==> src/include/pcw_mmu_params.svh <==
/*
 * PCW memory-mapping unit constants
 * Port numbers, register reset values, widths and memory-size codes
 */
`ifndef PCW_MMU_PARAMS_SVH
`define PCW_MMU_PARAMS_SVH

// I/O ports of the mapping registers
`define PCW_PORT_F0 8'hF0   // Page map 0000-3FFF
`define PCW_PORT_F1 8'hF1   // Page map 4000-7FFF
`define PCW_PORT_F2 8'hF2   // Page map 8000-BFFF
`define PCW_PORT_F3 8'hF3   // Page map C000-FFFF
`define PCW_PORT_F4 8'hF4   // CPC read lock

// Power-up mapping is bank q in quadrant q, PCW mode
`define PCW_F0_RESET 8'h80
`define PCW_F1_RESET 8'h81
`define PCW_F2_RESET 8'h82
`define PCW_F3_RESET 8'h83
`define PCW_F4_RESET 8'hF1  // All quadrants locked

// Offset inside a 16K page
`define PCW_OFFSET_W 14

// Memory size codes
`define PCW_MEM_256K 2'd0
`define PCW_MEM_512K 2'd1
`define PCW_MEM_1M   2'd2
`define PCW_MEM_2M   2'd3

`endif

==> src/verilog/pcw_mmu_pkg.sv <==
/*
 * PCW memory-mapping unit types
 * Vector typedefs for addresses, register bytes, banks and size codes
 */
`default_nettype none

`include "pcw_mmu_params.svh"

package pcw_mmu_pkg;

    // CPU side
    typedef logic [15:0] cpu_addr_t;    // Z80 address bus
    typedef logic [7:0]  io_port_t;     // Low byte of the I/O address

    // Page or lock byte as written by the CPU
    typedef logic [7:0] page_reg_t;

    // Bank number in 16K units, up to 128 banks for 2M
    typedef logic [6:0] bank_t;

    // Offset within a page
    typedef logic [`PCW_OFFSET_W-1:0] offset_t;

    // Physical address is bank then offset
    typedef logic [20:0] phys_addr_t;

    // 256K, 512K, 1M or 2M
    typedef logic [1:0] mem_size_t;

endpackage

`default_nettype wire

==> src/verilog/page_port_regs.sv <==
/*
 * Mapping register file for ports F0-F4
 * Four page bytes and the CPC read lock, written by I/O strobes
 */
`timescale 1ns/1ps
`default_nettype none

`include "pcw_mmu_params.svh"

module page_port_regs (
    input  logic                   clk_sys,
    input  logic                   reset,

    // CPU I/O write
    input  logic                   io_wr,      // One-cycle strobe
    input  pcw_mmu_pkg::io_port_t  io_port,
    input  pcw_mmu_pkg::page_reg_t io_data,

    // Current mapping
    output pcw_mmu_pkg::page_reg_t page_f0,
    output pcw_mmu_pkg::page_reg_t page_f1,
    output pcw_mmu_pkg::page_reg_t page_f2,
    output pcw_mmu_pkg::page_reg_t page_f3,
    output pcw_mmu_pkg::page_reg_t lock_f4
);

    // Port decode
    logic sel_f0;
    logic sel_f1;
    logic sel_f2;
    logic sel_f3;
    logic sel_f4;

    assign sel_f0 = io_wr && (io_port == `PCW_PORT_F0);
    assign sel_f1 = io_wr && (io_port == `PCW_PORT_F1);
    assign sel_f2 = io_wr && (io_port == `PCW_PORT_F2);
    assign sel_f3 = io_wr && (io_port == `PCW_PORT_F3);
    assign sel_f4 = io_wr && (io_port == `PCW_PORT_F4);

    // New value visible the cycle after the strobe
    always_ff @(posedge clk_sys) begin
        if (reset) begin
            page_f0 <= `PCW_F0_RESET;
            page_f1 <= `PCW_F1_RESET;
            page_f2 <= `PCW_F2_RESET;
            page_f3 <= `PCW_F3_RESET;
            lock_f4 <= `PCW_F4_RESET;
        end else begin
            if (sel_f0) page_f0 <= io_data;    // 0000-3FFF
            if (sel_f1) page_f1 <= io_data;    // 4000-7FFF
            if (sel_f2) page_f2 <= io_data;    // 8000-BFFF
            if (sel_f3) page_f3 <= io_data;    // C000-FFFF

            // Only bits 7:4 matter downstream but the whole byte is kept
            if (sel_f4) lock_f4 <= io_data;
        end
    end

    // Any other port leaves the map alone

endmodule

`default_nettype wire

==> src/verilog/bank_select_stage.sv <==
/*
 * Pipeline stage 1 of the mapping unit
 * Picks the page byte and lock bit of the addressed quadrant
 */
`timescale 1ns/1ps
`default_nettype none

`include "pcw_mmu_params.svh"

module bank_select_stage (
    input  logic                   clk_sys,
    input  logic                   reset,

    // Memory request from the CPU side
    input  logic                   mem_req,    // One-cycle strobe
    input  pcw_mmu_pkg::cpu_addr_t mem_addr,
    input  logic                   mem_wr,

    // Mapping registers
    input  pcw_mmu_pkg::page_reg_t page_f0,
    input  pcw_mmu_pkg::page_reg_t page_f1,
    input  pcw_mmu_pkg::page_reg_t page_f2,
    input  pcw_mmu_pkg::page_reg_t page_f3,
    input  pcw_mmu_pkg::page_reg_t lock_f4,

    // To stage 2
    output logic                   s1_valid,
    output pcw_mmu_pkg::page_reg_t s1_page,
    output logic                   s1_lock,
    output pcw_mmu_pkg::offset_t   s1_offset,
    output logic                   s1_wr
);

    logic [1:0]             quad;      // 16K quadrant of the CPU map
    pcw_mmu_pkg::page_reg_t page_sel;
    logic                   lock_sel;

    assign quad = mem_addr[15:`PCW_OFFSET_W];

    // Lock bits sit in F4 bits 7:4, one per quadrant
    always_comb begin
        case (quad)
            2'd0: begin
                page_sel = page_f0;
                lock_sel = lock_f4[4];
            end
            2'd1: begin
                page_sel = page_f1;
                lock_sel = lock_f4[5];
            end
            2'd2: begin
                page_sel = page_f2;
                lock_sel = lock_f4[6];
            end
            default: begin
                page_sel = page_f3;
                lock_sel = lock_f4[7];
            end
        endcase
    end

    // Valid bit
    always_ff @(posedge clk_sys) begin
        if (reset) s1_valid <= 1'b0;
        else       s1_valid <= mem_req;
    end

    // Snapshot of the registers in the request cycle
    always_ff @(posedge clk_sys) begin
        if (mem_req) begin
            s1_page   <= page_sel;
            s1_lock   <= lock_sel;
            s1_offset <= mem_addr[`PCW_OFFSET_W-1:0];   // Passes straight through
            s1_wr     <= mem_wr;
        end
    end

endmodule

`default_nettype wire

==> src/verilog/addr_translate_stage.sv <==
/*
 * Pipeline stage 2 of the mapping unit
 * PCW or CPC paging with size mask, external region flag, output register
 */
`timescale 1ns/1ps
`default_nettype none

`include "pcw_mmu_params.svh"

module addr_translate_stage (
    input  logic                    clk_sys,
    input  logic                    reset,

    // From stage 1
    input  logic                    s1_valid,
    input  pcw_mmu_pkg::page_reg_t  s1_page,
    input  logic                    s1_lock,
    input  pcw_mmu_pkg::offset_t    s1_offset,
    input  logic                    s1_wr,

    // Fitted memory, a level
    input  pcw_mmu_pkg::mem_size_t  memory_size,

    // Translated request
    output logic                    phys_valid,
    output pcw_mmu_pkg::phys_addr_t phys_addr,
    output logic                    phys_wr,
    output logic                    ext_sel
);

    pcw_mmu_pkg::bank_t      pcw_bank;     // Bit 7 set
    pcw_mmu_pkg::bank_t      cpc_bank;     // Bit 7 clear
    pcw_mmu_pkg::bank_t      bank;
    logic [2:0]              cpc_field;
    pcw_mmu_pkg::phys_addr_t addr_next;
    logic                    ext_next;

    // PCW mode masks the page byte to the fitted memory
    always_comb begin
        case (memory_size)
            `PCW_MEM_256K: pcw_bank = {3'b000, s1_page[3:0]};  // 16 banks
            `PCW_MEM_512K: pcw_bank = {2'b00, s1_page[4:0]};   // 32 banks
            `PCW_MEM_1M:   pcw_bank = {1'b0, s1_page[5:0]};    // 64 banks
            default:       pcw_bank = s1_page[6:0];            // 2M, 128 banks
        endcase
    end

    // CPC mode
    // Writes always use bits 2:0
    // Reads use bits 2:0 when locked and bits 6:4 otherwise
    assign cpc_field = (s1_wr || s1_lock) ? s1_page[2:0] : s1_page[6:4];
    assign cpc_bank  = {4'b0000, cpc_field};  // Stays in the first 128K

    assign bank = s1_page[7] ? pcw_bank : cpc_bank;

    assign addr_next = {bank, s1_offset};

    // Anything above the first 128K is external memory
    assign ext_next = |addr_next[20:17];

    // Valid follows stage 1 by one edge
    always_ff @(posedge clk_sys) begin
        if (reset) phys_valid <= 1'b0;
        else       phys_valid <= s1_valid;
    end

    // Result held until the next request
    always_ff @(posedge clk_sys) begin
        if (s1_valid) begin
            phys_addr <= addr_next;
            phys_wr   <= s1_wr;
            ext_sel   <= ext_next;    // Kept in step with phys_addr
        end
    end

endmodule

`default_nettype wire

==> src/verilog/pcw_mmu_top.sv <==
/*
 * PCW memory-mapping unit top level
 * Register file feeding a two-stage address translation pipeline
 */
`timescale 1ns/1ps
`default_nettype none

module pcw_mmu_top (
    input  logic                    clk_sys,
    input  logic                    reset,

    // I/O writes to ports F0-F4
    input  logic                    io_wr,
    input  pcw_mmu_pkg::io_port_t   io_port,
    input  pcw_mmu_pkg::page_reg_t  io_data,

    // Memory requests
    input  logic                    mem_req,
    input  pcw_mmu_pkg::cpu_addr_t  mem_addr,
    input  logic                    mem_wr,
    input  pcw_mmu_pkg::mem_size_t  memory_size,

    // Physical side, two cycles after mem_req
    output logic                    phys_valid,
    output pcw_mmu_pkg::phys_addr_t phys_addr,
    output logic                    phys_wr,
    output logic                    ext_sel
);

    // Register file to stage 1
    pcw_mmu_pkg::page_reg_t page_f0;
    pcw_mmu_pkg::page_reg_t page_f1;
    pcw_mmu_pkg::page_reg_t page_f2;
    pcw_mmu_pkg::page_reg_t page_f3;
    pcw_mmu_pkg::page_reg_t lock_f4;

    // Stage 1 to stage 2
    logic                   s1_valid;
    pcw_mmu_pkg::page_reg_t s1_page;
    logic                   s1_lock;
    pcw_mmu_pkg::offset_t   s1_offset;
    logic                   s1_wr;

    page_port_regs i_page_port_regs (
        .clk_sys (clk_sys),
        .reset   (reset),
        .io_wr   (io_wr),
        .io_port (io_port),
        .io_data (io_data),
        .page_f0 (page_f0),
        .page_f1 (page_f1),
        .page_f2 (page_f2),
        .page_f3 (page_f3),
        .lock_f4 (lock_f4)
    );

    // Quadrant select and snapshot
    bank_select_stage i_bank_select_stage (
        .clk_sys   (clk_sys),
        .reset     (reset),
        .mem_req   (mem_req),
        .mem_addr  (mem_addr),
        .mem_wr    (mem_wr),
        .page_f0   (page_f0),
        .page_f1   (page_f1),
        .page_f2   (page_f2),
        .page_f3   (page_f3),
        .lock_f4   (lock_f4),
        .s1_valid  (s1_valid),
        .s1_page   (s1_page),
        .s1_lock   (s1_lock),
        .s1_offset (s1_offset),
        .s1_wr     (s1_wr)
    );

    // Paging mode and size mask
    addr_translate_stage i_addr_translate_stage (
        .clk_sys     (clk_sys),
        .reset       (reset),
        .s1_valid    (s1_valid),
        .s1_page     (s1_page),
        .s1_lock     (s1_lock),
        .s1_offset   (s1_offset),
        .s1_wr       (s1_wr),
        .memory_size (memory_size),
        .phys_valid  (phys_valid),
        .phys_addr   (phys_addr),
        .phys_wr     (phys_wr),
        .ext_sel     (ext_sel)
    );

endmodule

`default_nettype wire

==> config.mk <==
export PLATFORM = sky130hd
export DESIGN_NAME = pcw_mmu_top
export DESIGN_NICKNAME = d
export VERILOG_FILES = /design/src/verilog/pcw_mmu_pkg.sv /design/src/verilog/page_port_regs.sv /design/src/verilog/bank_select_stage.sv /design/src/verilog/addr_translate_stage.sv /design/src/verilog/pcw_mmu_top.sv
export VERILOG_INCLUDE_DIRS = /design/src /design/src/include
export SDC_FILE = /design/constraint.sdc
export NUM_CORES = 1
export LEC_CHECK = 0
export BUFFER_PORTS_ARGS = -buffer_cell sky130_fd_sc_hd__buf_2
export CAP_MARGIN = 5
export CORE_MARGIN = 3
export CORE_UTILIZATION = 45
export DETAILED_ROUTE_END_ITERATION = 16
export PLACE_DENSITY = 0.73
export SYNTH_ARGS = -nofsm -noshare
export SYNTH_HDL_FRONTEND = slang
export SYNTH_HIERARCHICAL = 1
export SYNTH_SLANG_ARGS = --single-unit
export TNS_END_PERCENT = 30
==> constraint.sdc <==
create_clock -name clk_sys -period 3.45 [get_ports clk_sys]
set_input_delay 0.1725 -clock clk_sys [delete_from_list [all_inputs] [get_ports clk_sys]]
set_output_delay 0.1725 -clock clk_sys [all_outputs]
set_load 0.05 [all_outputs]
==> summary.md, run 1 <==
| Metric | Value |
|---|---|
| Run status | `finished, final reports clean` |
| Post-route setup TNS | `0 ns` |
| Wire per inst | `14.6 µm` |
| Hold path cells | `3` |
| Worst setup margin | `2.07 ns` |
| RSZ-0062 raised after global routing | `no` |
| Arr. time, crit path | `1.48 ns` |
| Final setup vio count | `0` |
| Cts repair resizes | `0` |
| Pin count of the biggest net entering global routing | `52` |
| Max-cap violation count | `0` |
| Highest metal layer with signal wires | `met4` |
| Final min period | `1.38 ns` |
| Final Cycle Share | `0.400` |
| Worst-path maximum fanout | `7` |
| DRC violations left | `0` |
| Inserted Diodes | `0` |
| Final nets | `330` |
| Full die area | `8340 µm²` |
| Crit path from | `i_bank_select_stage/s1_page[7]$_DFFE_PP_` |
| Met2 wire length | `2.75 mm` |
| Slew margin rel. | `0.356` |
| Initial antenna violation count | `0` |
| CTS tree | `done` |
| Final Max Slew Viols | `0` |
| Initial Util | `0.474` |
| Synth Cell Area | `3270 µm²` |
| Peak supply drop | `205 µV` |
| Clk_skew | `0.00716 ns` |
| Met3 wire length | `329 µm` |
| Launch point of the worst reg-to-reg path | `i_bank_select_stage/s1_page[7]$_DFFE_PP_` |
| Total Routed Length | `5.71 mm` |
| Ports | `63` |
| Average size of a mapped cell | `15.3 µm²` |
| Total gr overflow | `0` |
| Post-route ant nets | `0` |
| HP Start | `io_data[5]` |
| Reg2Reg Setup Slack | `2.07 ns` |
| Final hold vios | `0` |
| Port buffer count | `62` |
| CORE AREA | `6910 µm²` |
| Crit Path Category | `reg2reg` |
| Critical path startpoint category | `flop` |
| Dpl ws | `1.85 ns` |
| First-pass GRT wire length | `9.10 mm` |
| Worst Path Required | `3.55 ns` |
| Via count | `1,890` |
| DRT met1 WL | `2.59 mm` |
| Via/cell ratio | `4.83` |
| Vias in the first global route | `1,873` |
| Die W | `91.3 µm` |
| Routability cong. | `0.719` |
| Dpl hpwl | `3.75 mm` |
| Max Freq | `0.725 GHz` |
| Clock Pin Slew Worst Setup and Hold Paths | `0.09 ns` |
| Max Buffers Root-to-Sink | `2` |
| Critical-path cell list | `nor3_4, mux2_2` |
| HP Class | `in2reg` |
| CTS sink cnt | `85` |
| R2r worst-path depth | `2` |
| Least-Margin Pin Slew | `0.965 ns` |
| Slowest cell on crit path | `edfxtp_1` |
| DR pass1 iterations | `5` |
| Critical path buffer and inverter count | `0` |
| Later-pin clock latency in the skew report | `0.34 ns` |
| Clock Tree Root | `clkbuf_8` |
| Cells after synthesis | `214` |
| Power per standard cell area | `495 nW/µm²` |
| Starting DRT DRC Count | `94` |
| Synthesis-to-finish area growth | `21.7%` |
| Pleak | `1.65 nW` |
| Die Y | `91.3 µm` |
| Worst Hold End | `i_page_port_regs/lock_f4[5]$_SDFFE_PP1P_` |
| Most common cell after layout, fill and taps aside | `buf_2` |
| Num CTS Buffers | `9` |
| Syn Nets | `253` |
| Num rows | `30` |
| Power Total | `1.97 mW` |
| Reg2Reg Capture Point | `i_addr_translate_stage/phys_addr[14]$_DFFE_PP_` |
| CP endpoint kind | `flop` |
| Top delay family on crit path | `flip-flops` |
| CTS H-tree depth | `3` |
| Final core occ | `0.577` |
| CP peak stage delay | `0.51 ns` |
| GRT Resource Usage Total | `0.143` |
| Share of cells above drive strength 1 | `0.322` |
| YS warnings | `6` |
| Most frequent cells in the layout | `buf_2, edfxtp_1, dfxtp_1, mux2i_1, nand2b_1` |
[per-stage QoR]
stage               std cells  hold slack [ns]  area, µm²
global route              391            0.122       3980
floorplan                 214            0.244       3270
detailed placement        361            0.351       3640
CTS                       388          0.00264       3950
global placement          361            0.350       3640
finish                    391            0.111       3980
[final cells by class]
class,instances,area (µm²)
Fill cell,565,2920
Sequential cell,85,2170
Multi-Input combinational cell,117,1030
Timing Repair Buffer,77,460
Clock buffer,9,124
Tap cell,96,120
Clock inverter,6,72.6
Inverter,1,3.75
[timing repair]
item / 4_1_cts / 5_1_grt
hold buffers: 12 / 3
hold endpoints to repair: 12 / 3
setup buffers: 0 / 0
[worst max path at each step]
stage	slack, ns	cells past startpoint	end
after CTS	2.06	2	i_addr_translate_stage/phys_addr[14]$_DFFE_PP_
after global routing	2.00	0	i_addr_translate_stage/phys_addr[7]$_DFFE_PP_
after floorplan	2.15	2	i_addr_translate_stage/phys_addr[14]$_DFFE_PP_
final	2.07	2	i_addr_translate_stage/phys_addr[14]$_DFFE_PP_
after detailed placement	1.85	4	i_page_port_regs/page_f1[1]$_SDFFE_PP0P_
after global placement	1.87	4	i_page_port_regs/page_f2[0]$_SDFFE_PP0P_
[power breakdown]
group,total (mW),internal (mW),switching [mW]
combinational,0.163,0.0562,0.107
sequential,1.12,1.11,0.0147
clock,0.688,0.338,0.350
total,1.97,1.50,0.471
[state kept, by name, summed over array words and instances, names as in the netlist]
register	count
i_page_port_regs/page_f1	8
i_page_port_regs/lock_f4	4
i_page_port_regs/page_f0	8
i_bank_select_stage/s1_page	8
i_bank_select_stage/s1_wr	1
i_bank_select_stage/s1_lock	1
i_page_port_regs/page_f3	8
i_page_port_regs/page_f2	8
i_addr_translate_stage/ext_sel	1
i_bank_select_stage/s1_valid	1
i_bank_select_stage/s1_offset	14
i_addr_translate_stage/phys_addr	21
i_addr_translate_stage/phys_valid	1
i_addr_translate_stage/phys_wr	1
[routing by layer]
metal / up-vias / global-route usage
met1: 888 / 0.170
li1: 929 / -
met4: 0 / 0.0415
met3: 4 / 0.0514
met5: - / 0
met2: 69 / 0.243
[worst register-to-register path, delay by kind of cell, from the launching register on]
| kind | cells | cell delay, ns |
|---|---|---|
| flip-flops | 1 | 0.51 |
| multiplexers | 1 | 0.36 |
| AND/OR/NAND/NOR | 1 | 0.27 |
Power figures use the tool's default switching activity.
==> inputs of run 2 (changes only) <==
clock period = 1.36 ns   (was 3.45 ns; I/O delays follow)
==> run 2 against run 1 <==
Cell area grew 4.1%; critical path depth is the same; worst hold slack got worse by 0.094 ns; sequential share of layout area is 2.1 points lower; die area did not move; critical path type unchanged; non-clock buffer count is 15 higher; via count up 4.9%; clock power rose to 2.7 times the previous value; wire length increased by 4.0%; utilization up 2.3 points; maximum frequency is 7.5% higher; largest power group unchanged.
==> summary.md, run 2 (synthesis gave the netlist of run 1 again) <==
| Metric | Value |
|---|---|
| Num CTS Buffers | `9 (unchanged)` |
| Initial antenna violation count | `0 (unchanged)` |
| Worst setup margin | `0.0770 ns (-1.99 ns)` |
| Crit path from | `i_bank_select_stage/s1_page[7]$_DFFE_PP_` |
| Final nets | `345 (+4.5%)` |
| Full die area | `8340 µm² (unchanged)` |
| GRT Resource Usage Total | `0.151 (+0.00853)` |
| Final core occ | `0.600 (+0.0234)` |
| Via count | `1,982 (+4.9%)` |
| Pleak | `1.75 nW (+5.6%)` |
| Later-pin clock latency in the skew report | `0.34 ns (about the same)` |
| Slew margin rel. | `0.764 (+0.408)` |
| Max-cap violation count | `0 (unchanged)` |
| CORE AREA | `6910 µm² (unchanged)` |
| Port buffer count | `62 (unchanged)` |
| Design area | `4150 µm² (+4.1%)` |
| Worst Setup EP | `i_addr_translate_stage/phys_addr[16]$_DFFE_PP_` |
| Inserted Diodes | `0 (unchanged)` |
| Clk_skew | `0.00569 ns (-0.00147 ns)` |
| Launch point of the worst reg-to-reg path | `i_bank_select_stage/s1_page[7]$_DFFE_PP_` |
| R2r worst-path depth | `2 (unchanged)` |
| Arr. time, crit path | `1.38 ns (-0.10 ns)` |
| Max FFs per register | `21 (unchanged)` |
| Post-CTS setup buffer count | `0 (unchanged)` |
| Final hold vios | `0 (unchanged)` |
| Run status | `finished, final reports clean` |
| Post-route setup TNS | `0 ns (unchanged)` |
| CP endpoint kind | `flop` |
| Num rows | `30 (unchanged)` |
| Dpl ws | `0.0733 ns (-1.78 ns)` |
| First-pass GRT wire length | `9.75 mm (+7.1%)` |
| # placed instances | `373 (+3.3%)` |
| Power Total | `5.13 mW (+160%)` |
| Fin cells | `407 (+4.1%)` |
| Post-route ant nets | `0 (unchanged)` |
| Largest regs | `i_addr_translate_stage/phys_addr: 21 flops, i_bank_select_stage/s1_offset: 14 flops` |
| Critical path startpoint category | `flop` |
| Total Routed Length | `5.94 mm (+4.0%)` |
| Reg2Reg Setup Slack | `0.08 ns (-1.99 ns)` |
| Most common cell after layout, fill and taps aside | `buf_2` |
| CTS tree | `done` |
| CTS sink cnt | `85 (unchanged)` |
| Power per standard cell area | `1240 nW/µm² (+150%)` |
| Peak supply drop | `632 µV (+210%)` |
| Starting DRT DRC Count | `63 (-33%)` |
| Max Freq | `0.779 GHz (+7.5%)` |
| DRC violations left | `0 (unchanged)` |
| Routability cong. | `0.709 (-1.3%)` |
| Reg2Reg Capture Point | `i_addr_translate_stage/phys_addr[16]$_DFFE_PP_` |
| Final Max Slew Viols | `0 (unchanged)` |
| Die W | `91.3 µm (unchanged)` |
| HP Class | `in2reg` |
| Pin count of the biggest net entering global routing | `26 (-50%)` |
| Worst Path Required | `1.46 ns (-2.09 ns)` |
| Share of cells above drive strength 1 | `0.347 (+0.0252)` |
| Hold slack | `0.0173 ns (-0.0939 ns)` |
| Reg with most FFs | `i_addr_translate_stage/phys_addr` |
| RSZ-0062 raised after global routing | `no` |
| DP Area | `3750 µm² (+3.2%)` |
| Wire per inst | `14.6 µm (about the same)` |
| Slowest cell on crit path | `edfxtp_1` |
| Via/cell ratio | `4.87 (+0.75%)` |
| Critical-path cell list | `nor3_4, mux2_2` |
| DR pass1 iterations | `4 (-1)` |
| Total gr overflow | `0 (unchanged)` |
| Die Y | `91.3 µm (unchanged)` |
| Least-Margin Pin Slew | `0.354 ns (-0.611 ns)` |
| Crit Path Category | `reg2reg` |
| Final Cycle Share | `0.943 (+0.544)` |
| Synthesis-to-finish area growth | `26.6%` |
| Cts repair resizes | `0 (unchanged)` |
| CP peak stage delay | `0.43 ns (-0.08 ns)` |
| Max Buffers Root-to-Sink | `2 (unchanged)` |
| Final min period | `1.28 ns (-0.0961 ns)` |
| Worst-path maximum fanout | `3 (-4)` |
| Initial Util | `0.474 (unchanged)` |
| Dpl hpwl | `4.06 mm (+8.3%)` |
| Most frequent cells in the layout | `buf_2, edfxtp_1, dfxtp_1, mux2i_1, nand2b_1` |
| Vias in the first global route | `2,024 (+8.1%)` |
| Ports | `63 (unchanged)` |
| Clock Tree Root | `clkbuf_8` |
| Final setup vio count | `0 (unchanged)` |
| CTS H-tree depth | `3 (unchanged)` |
| Clock Pin Slew Worst Setup and Hold Paths | `0.09 ns (about the same)` |
[run 2: repair_timing]
action | 4_1_cts | 5_1_grt
hold endpoints to repair | 18 | 0
hold buffers | 18 | 0
endpoints found under the setup margin | 0 | 0
[run 2: report_power, final]
| part | total, mW | switching [mW] | leakage, nW | internal [mW] |
|---|---|---|---|---|
| Combinational | 0.456 | 0.289 | 0.887 | 0.167 |
| Sequential | 2.83 | 0.0251 | 0.755 | 2.81 |
| Clock | 1.84 | 0.916 | 0.105 | 0.928 |
[run 2: worst max-delay path: cells and delay by family, from the launching register on]
family | cells | cell delay [ns]
DFF | 1 | 0.43
muxes | 1 | 0.36
and+or+nand+nor | 1 | 0.25
[run 2: area by class of cell]
| cell class | instances | area (µm²) |
|---|---|---|
| clock buffer | 10 | 138 |
| clock inverter | 6 | 75.1 |
| fill | 575 | 2760 |
| inverter | 1 | 3.75 |
| multi-input combinational | 117 | 1030 |
| sequential | 85 | 2170 |
| tap | 96 | 120 |
| timing repair buffer | 92 | 606 |
[run 2: metal layers]
metal / share of wire / global-route usage
met5: 0 / 0
met4: 0.0088 / 0.0515
met3: 0.052 / 0.0489
met2: 0.49 / 0.260
met1: 0.45 / 0.178
[run 2: worst min path at each step]
| stage | start | to | slack [ns] | cells past startpoint |
|---|---|---|---|---|
| 2_1_floorplan | reset | i_addr_translate_stage/phys_valid$_SDFF_PP0_ | 0.14 | 1 |
| 3_3_place_gp | mem_addr[8] | i_bank_select_stage/s1_offset[8]$_DFFE_PP_ | 0.25 | 1 |
| 3_5_place_dp | mem_addr[3] | i_bank_select_stage/s1_offset[3]$_DFFE_PP_ | 0.25 | 1 |
| 4_1_cts | io_data[1] | i_page_port_regs/page_f2[1]$_SDFFE_PP1P_ | 0.003 | 3 |
| 5_1_grt | io_data[1] | i_page_port_regs/page_f2[1]$_SDFFE_PP1P_ | 0.008 | 3 |
| 6_report | io_data[1] | i_page_port_regs/page_f2[1]$_SDFFE_PP1P_ | 0.02 | 3 |
==> inputs of run 3 (changes only) <==
PLACE_DENSITY = unset   (was 0.73)
PLACE_DENSITY_LB_ADDON = 0.05   (was unset)
SETUP_SLACK_MARGIN = 0.15   (was unset)
==> run 3 against run 2 <==
Clock power up 7%; via count decreased by 1.8%; critical path type unchanged; utilization decreased by 0.31 points.
==> summary.md, run 3 (synthesis gave the netlist of run 1 again) <==
| Metric | Value |
|---|---|
| Worst-path maximum fanout | `3 (unchanged)` |
| Die Y | `91.3 µm (unchanged)` |
| Num rows | `30 (unchanged)` |
| Max Buffers Root-to-Sink | `2 (unchanged)` |
| Arr. time, crit path | `1.37 ns (about the same)` |
| HP Class | `in2reg` |
| Full die area | `8340 µm² (unchanged)` |
| Routability cong. | `0.732 (+3.2%)` |
| Vias in the first global route | `1,924 (-4.9%)` |
| Clock Tree Root | `clkbuf_8` |
| Most frequent cells in the layout | `buf_2, edfxtp_1, dfxtp_1, mux2i_1, nand2b_1` |
| Crit Path Category | `reg2reg` |
| Port buffer count | `62 (unchanged)` |
| First-pass GRT wire length | `9.76 mm (+0.14%)` |
| Final setup vio count | `0 (unchanged)` |
| Starting DRT DRC Count | `42 (-33%)` |
| Share of cells above drive strength 1 | `0.336 (-0.0118)` |
| CTS H-tree depth | `3 (unchanged)` |
| Pin count of the biggest net entering global routing | `45 (+73%)` |
| Via/cell ratio | `4.83 (-0.79%)` |
| Via count | `1,947 (-1.8%)` |
| Final core occ | `0.597 (-0.00308)` |
| RSZ-0062 raised after global routing | `yes` |
| Initial antenna violation count | `0 (unchanged)` |
| Largest regs | `i_addr_translate_stage/phys_addr: 21 flops, i_bank_select_stage/s1_offset: 14 flops` |
| Least-Margin Pin Slew | `0.539 ns (+0.185 ns)` |
| Final Max Slew Viols | `0 (unchanged)` |
| Worst Path Required | `1.45 ns (about the same)` |
| CP endpoint kind | `flop` |
| DRC violations left | `0 (unchanged)` |
| Synthesis-to-finish area growth | `25.9%` |
| Inserted Diodes | `0 (unchanged)` |
| Ports | `63 (unchanged)` |
| Later-pin clock latency in the skew report | `0.35 ns (about the same)` |
| Reg with most FFs | `i_addr_translate_stage/phys_addr` |
| Die W | `91.3 µm (unchanged)` |
| Total Routed Length | `5.97 mm (+0.51%)` |
| Power per standard cell area | `1270 nW/µm² (+2.6%)` |
| Reg2Reg Setup Slack | `0.08 ns (about the same)` |
| Max FFs per register | `21 (unchanged)` |
| Max Freq | `0.780 GHz (+0.12%)` |
| DR pass1 iterations | `4 (unchanged)` |
| Peak supply drop | `495 µV (-22%)` |
| Slew margin rel. | `0.640 (-0.123)` |
| Post-route setup TNS | `0 ns (unchanged)` |
| CORE AREA | `6910 µm² (unchanged)` |
| Most common cell after layout, fill and taps aside | `buf_2` |
| Final Cycle Share | `0.942 (-0.00118)` |
| Total gr overflow | `0 (unchanged)` |
| Initial Util | `0.474 (unchanged)` |
| Pleak | `1.73 nW (-0.98%)` |
| CTS sink cnt | `85 (unchanged)` |
| Final nets | `341 (-1.2%)` |
| Run status | `finished, final reports clean` |
| GRT Resource Usage Total | `0.151 (about the same)` |
| Max-cap violation count | `0 (unchanged)` |
| Post-CTS setup buffer count | `0 (unchanged)` |
| Wire per inst | `14.8 µm (+1.5%)` |
| Dpl hpwl | `3.92 mm (-3.6%)` |
| CTS tree | `done` |
| Num CTS Buffers | `9 (unchanged)` |
| Clk_skew | `0.0113 ns (+0.00564 ns)` |
| Critical path startpoint category | `flop` |
| Final hold vios | `0 (unchanged)` |
| Clock Pin Slew Worst Setup and Hold Paths | `0.09 ns (about the same)` |
| Post-route ant nets | `0 (unchanged)` |
| Final min period | `1.28 ns (-0.00160 ns)` |
run 3: cell types whose count changed in the layout (fill, tap and decap cells not counted), sizes merged:
cell,change
buf,-4
inv,-1
bufinv,+1
clkbuf,-1
clkinv,+1
run 3: area by class of cell:
type	instances	area, µm²
fillers	583	2780
flip-flops and latches	85	2170
multi-input cells	117	1030
repair buffers	88	576
clock buffers	9	124
well taps	96	120
clock inverters	7	97.6
inverters	1	3.75
run 3: per-stage QoR:
stage	hold WS (ns)	total power [mW]	area, µm²	worst slack (ns)	std cells
after floorplan	0.140	3.15	3270	0.125	214
after global placement	0.245	3.30	3720	0.0996	369
after detailed placement	0.247	3.31	3720	0.0994	369
after CTS	0.00300	5.30	4120	0.0804	403
after global routing	0.0138	5.46	4120	0.0181	403
final	0.0138	5.24	4120	0.0786	403
run 3: critical path, stage by stage (launching register included):
cell and delay, ns:
edfxtp_1 0.43, nor3_4 0.24, mux2_2 0.36
run 3: final timing paths:
check	startpoint	cells after the start	endpoint
worst max-delay path	i_bank_select_stage/s1_wr$_DFFE_PP_	2	i_addr_translate_stage/phys_addr[16]$_DFFE_PP_
worst min-delay path	io_data[1]	3	i_page_port_regs/page_f3[1]$_SDFFE_PP1P_
worst max register to register	i_bank_select_stage/s1_wr$_DFFE_PP_	2	i_addr_translate_stage/phys_addr[16]$_DFFE_PP_
worst min register to register	i_bank_select_stage/s1_offset[11]$_DFFE_PP_	0	i_addr_translate_stage/phys_addr[11]$_DFFE_PP_
run 3: power by group:
group	leakage, nW	switching (mW)	internal [mW]	total, mW
logic	0.867	0.287	0.163	0.450
clock network	0.108	0.911	1.04	1.96
registers	0.755	0.0264	2.81	2.84
total	1.73	1.23	4.02	5.24
run 3: timing repair:
item,in CTS,in global routing
hold buffers,18,0
hold endpoints to repair,19,0
setup endpoints to repair,3,6
gates resized for setup,0,0
run 3: metal layers:
| metal | routed length [µm] | up-vias | GRT usage |
|---|---|---|---|
| li1 | - | 952 | - |
| met1 | 2700 | 936 | 0.196 |
| met2 | 2970 | 50 | 0.245 |
| met3 | 230 | 9 | 0.0340 |
| met4 | 70 | 0 | 0.0641 |
| met5 | 0 | - | 0 |
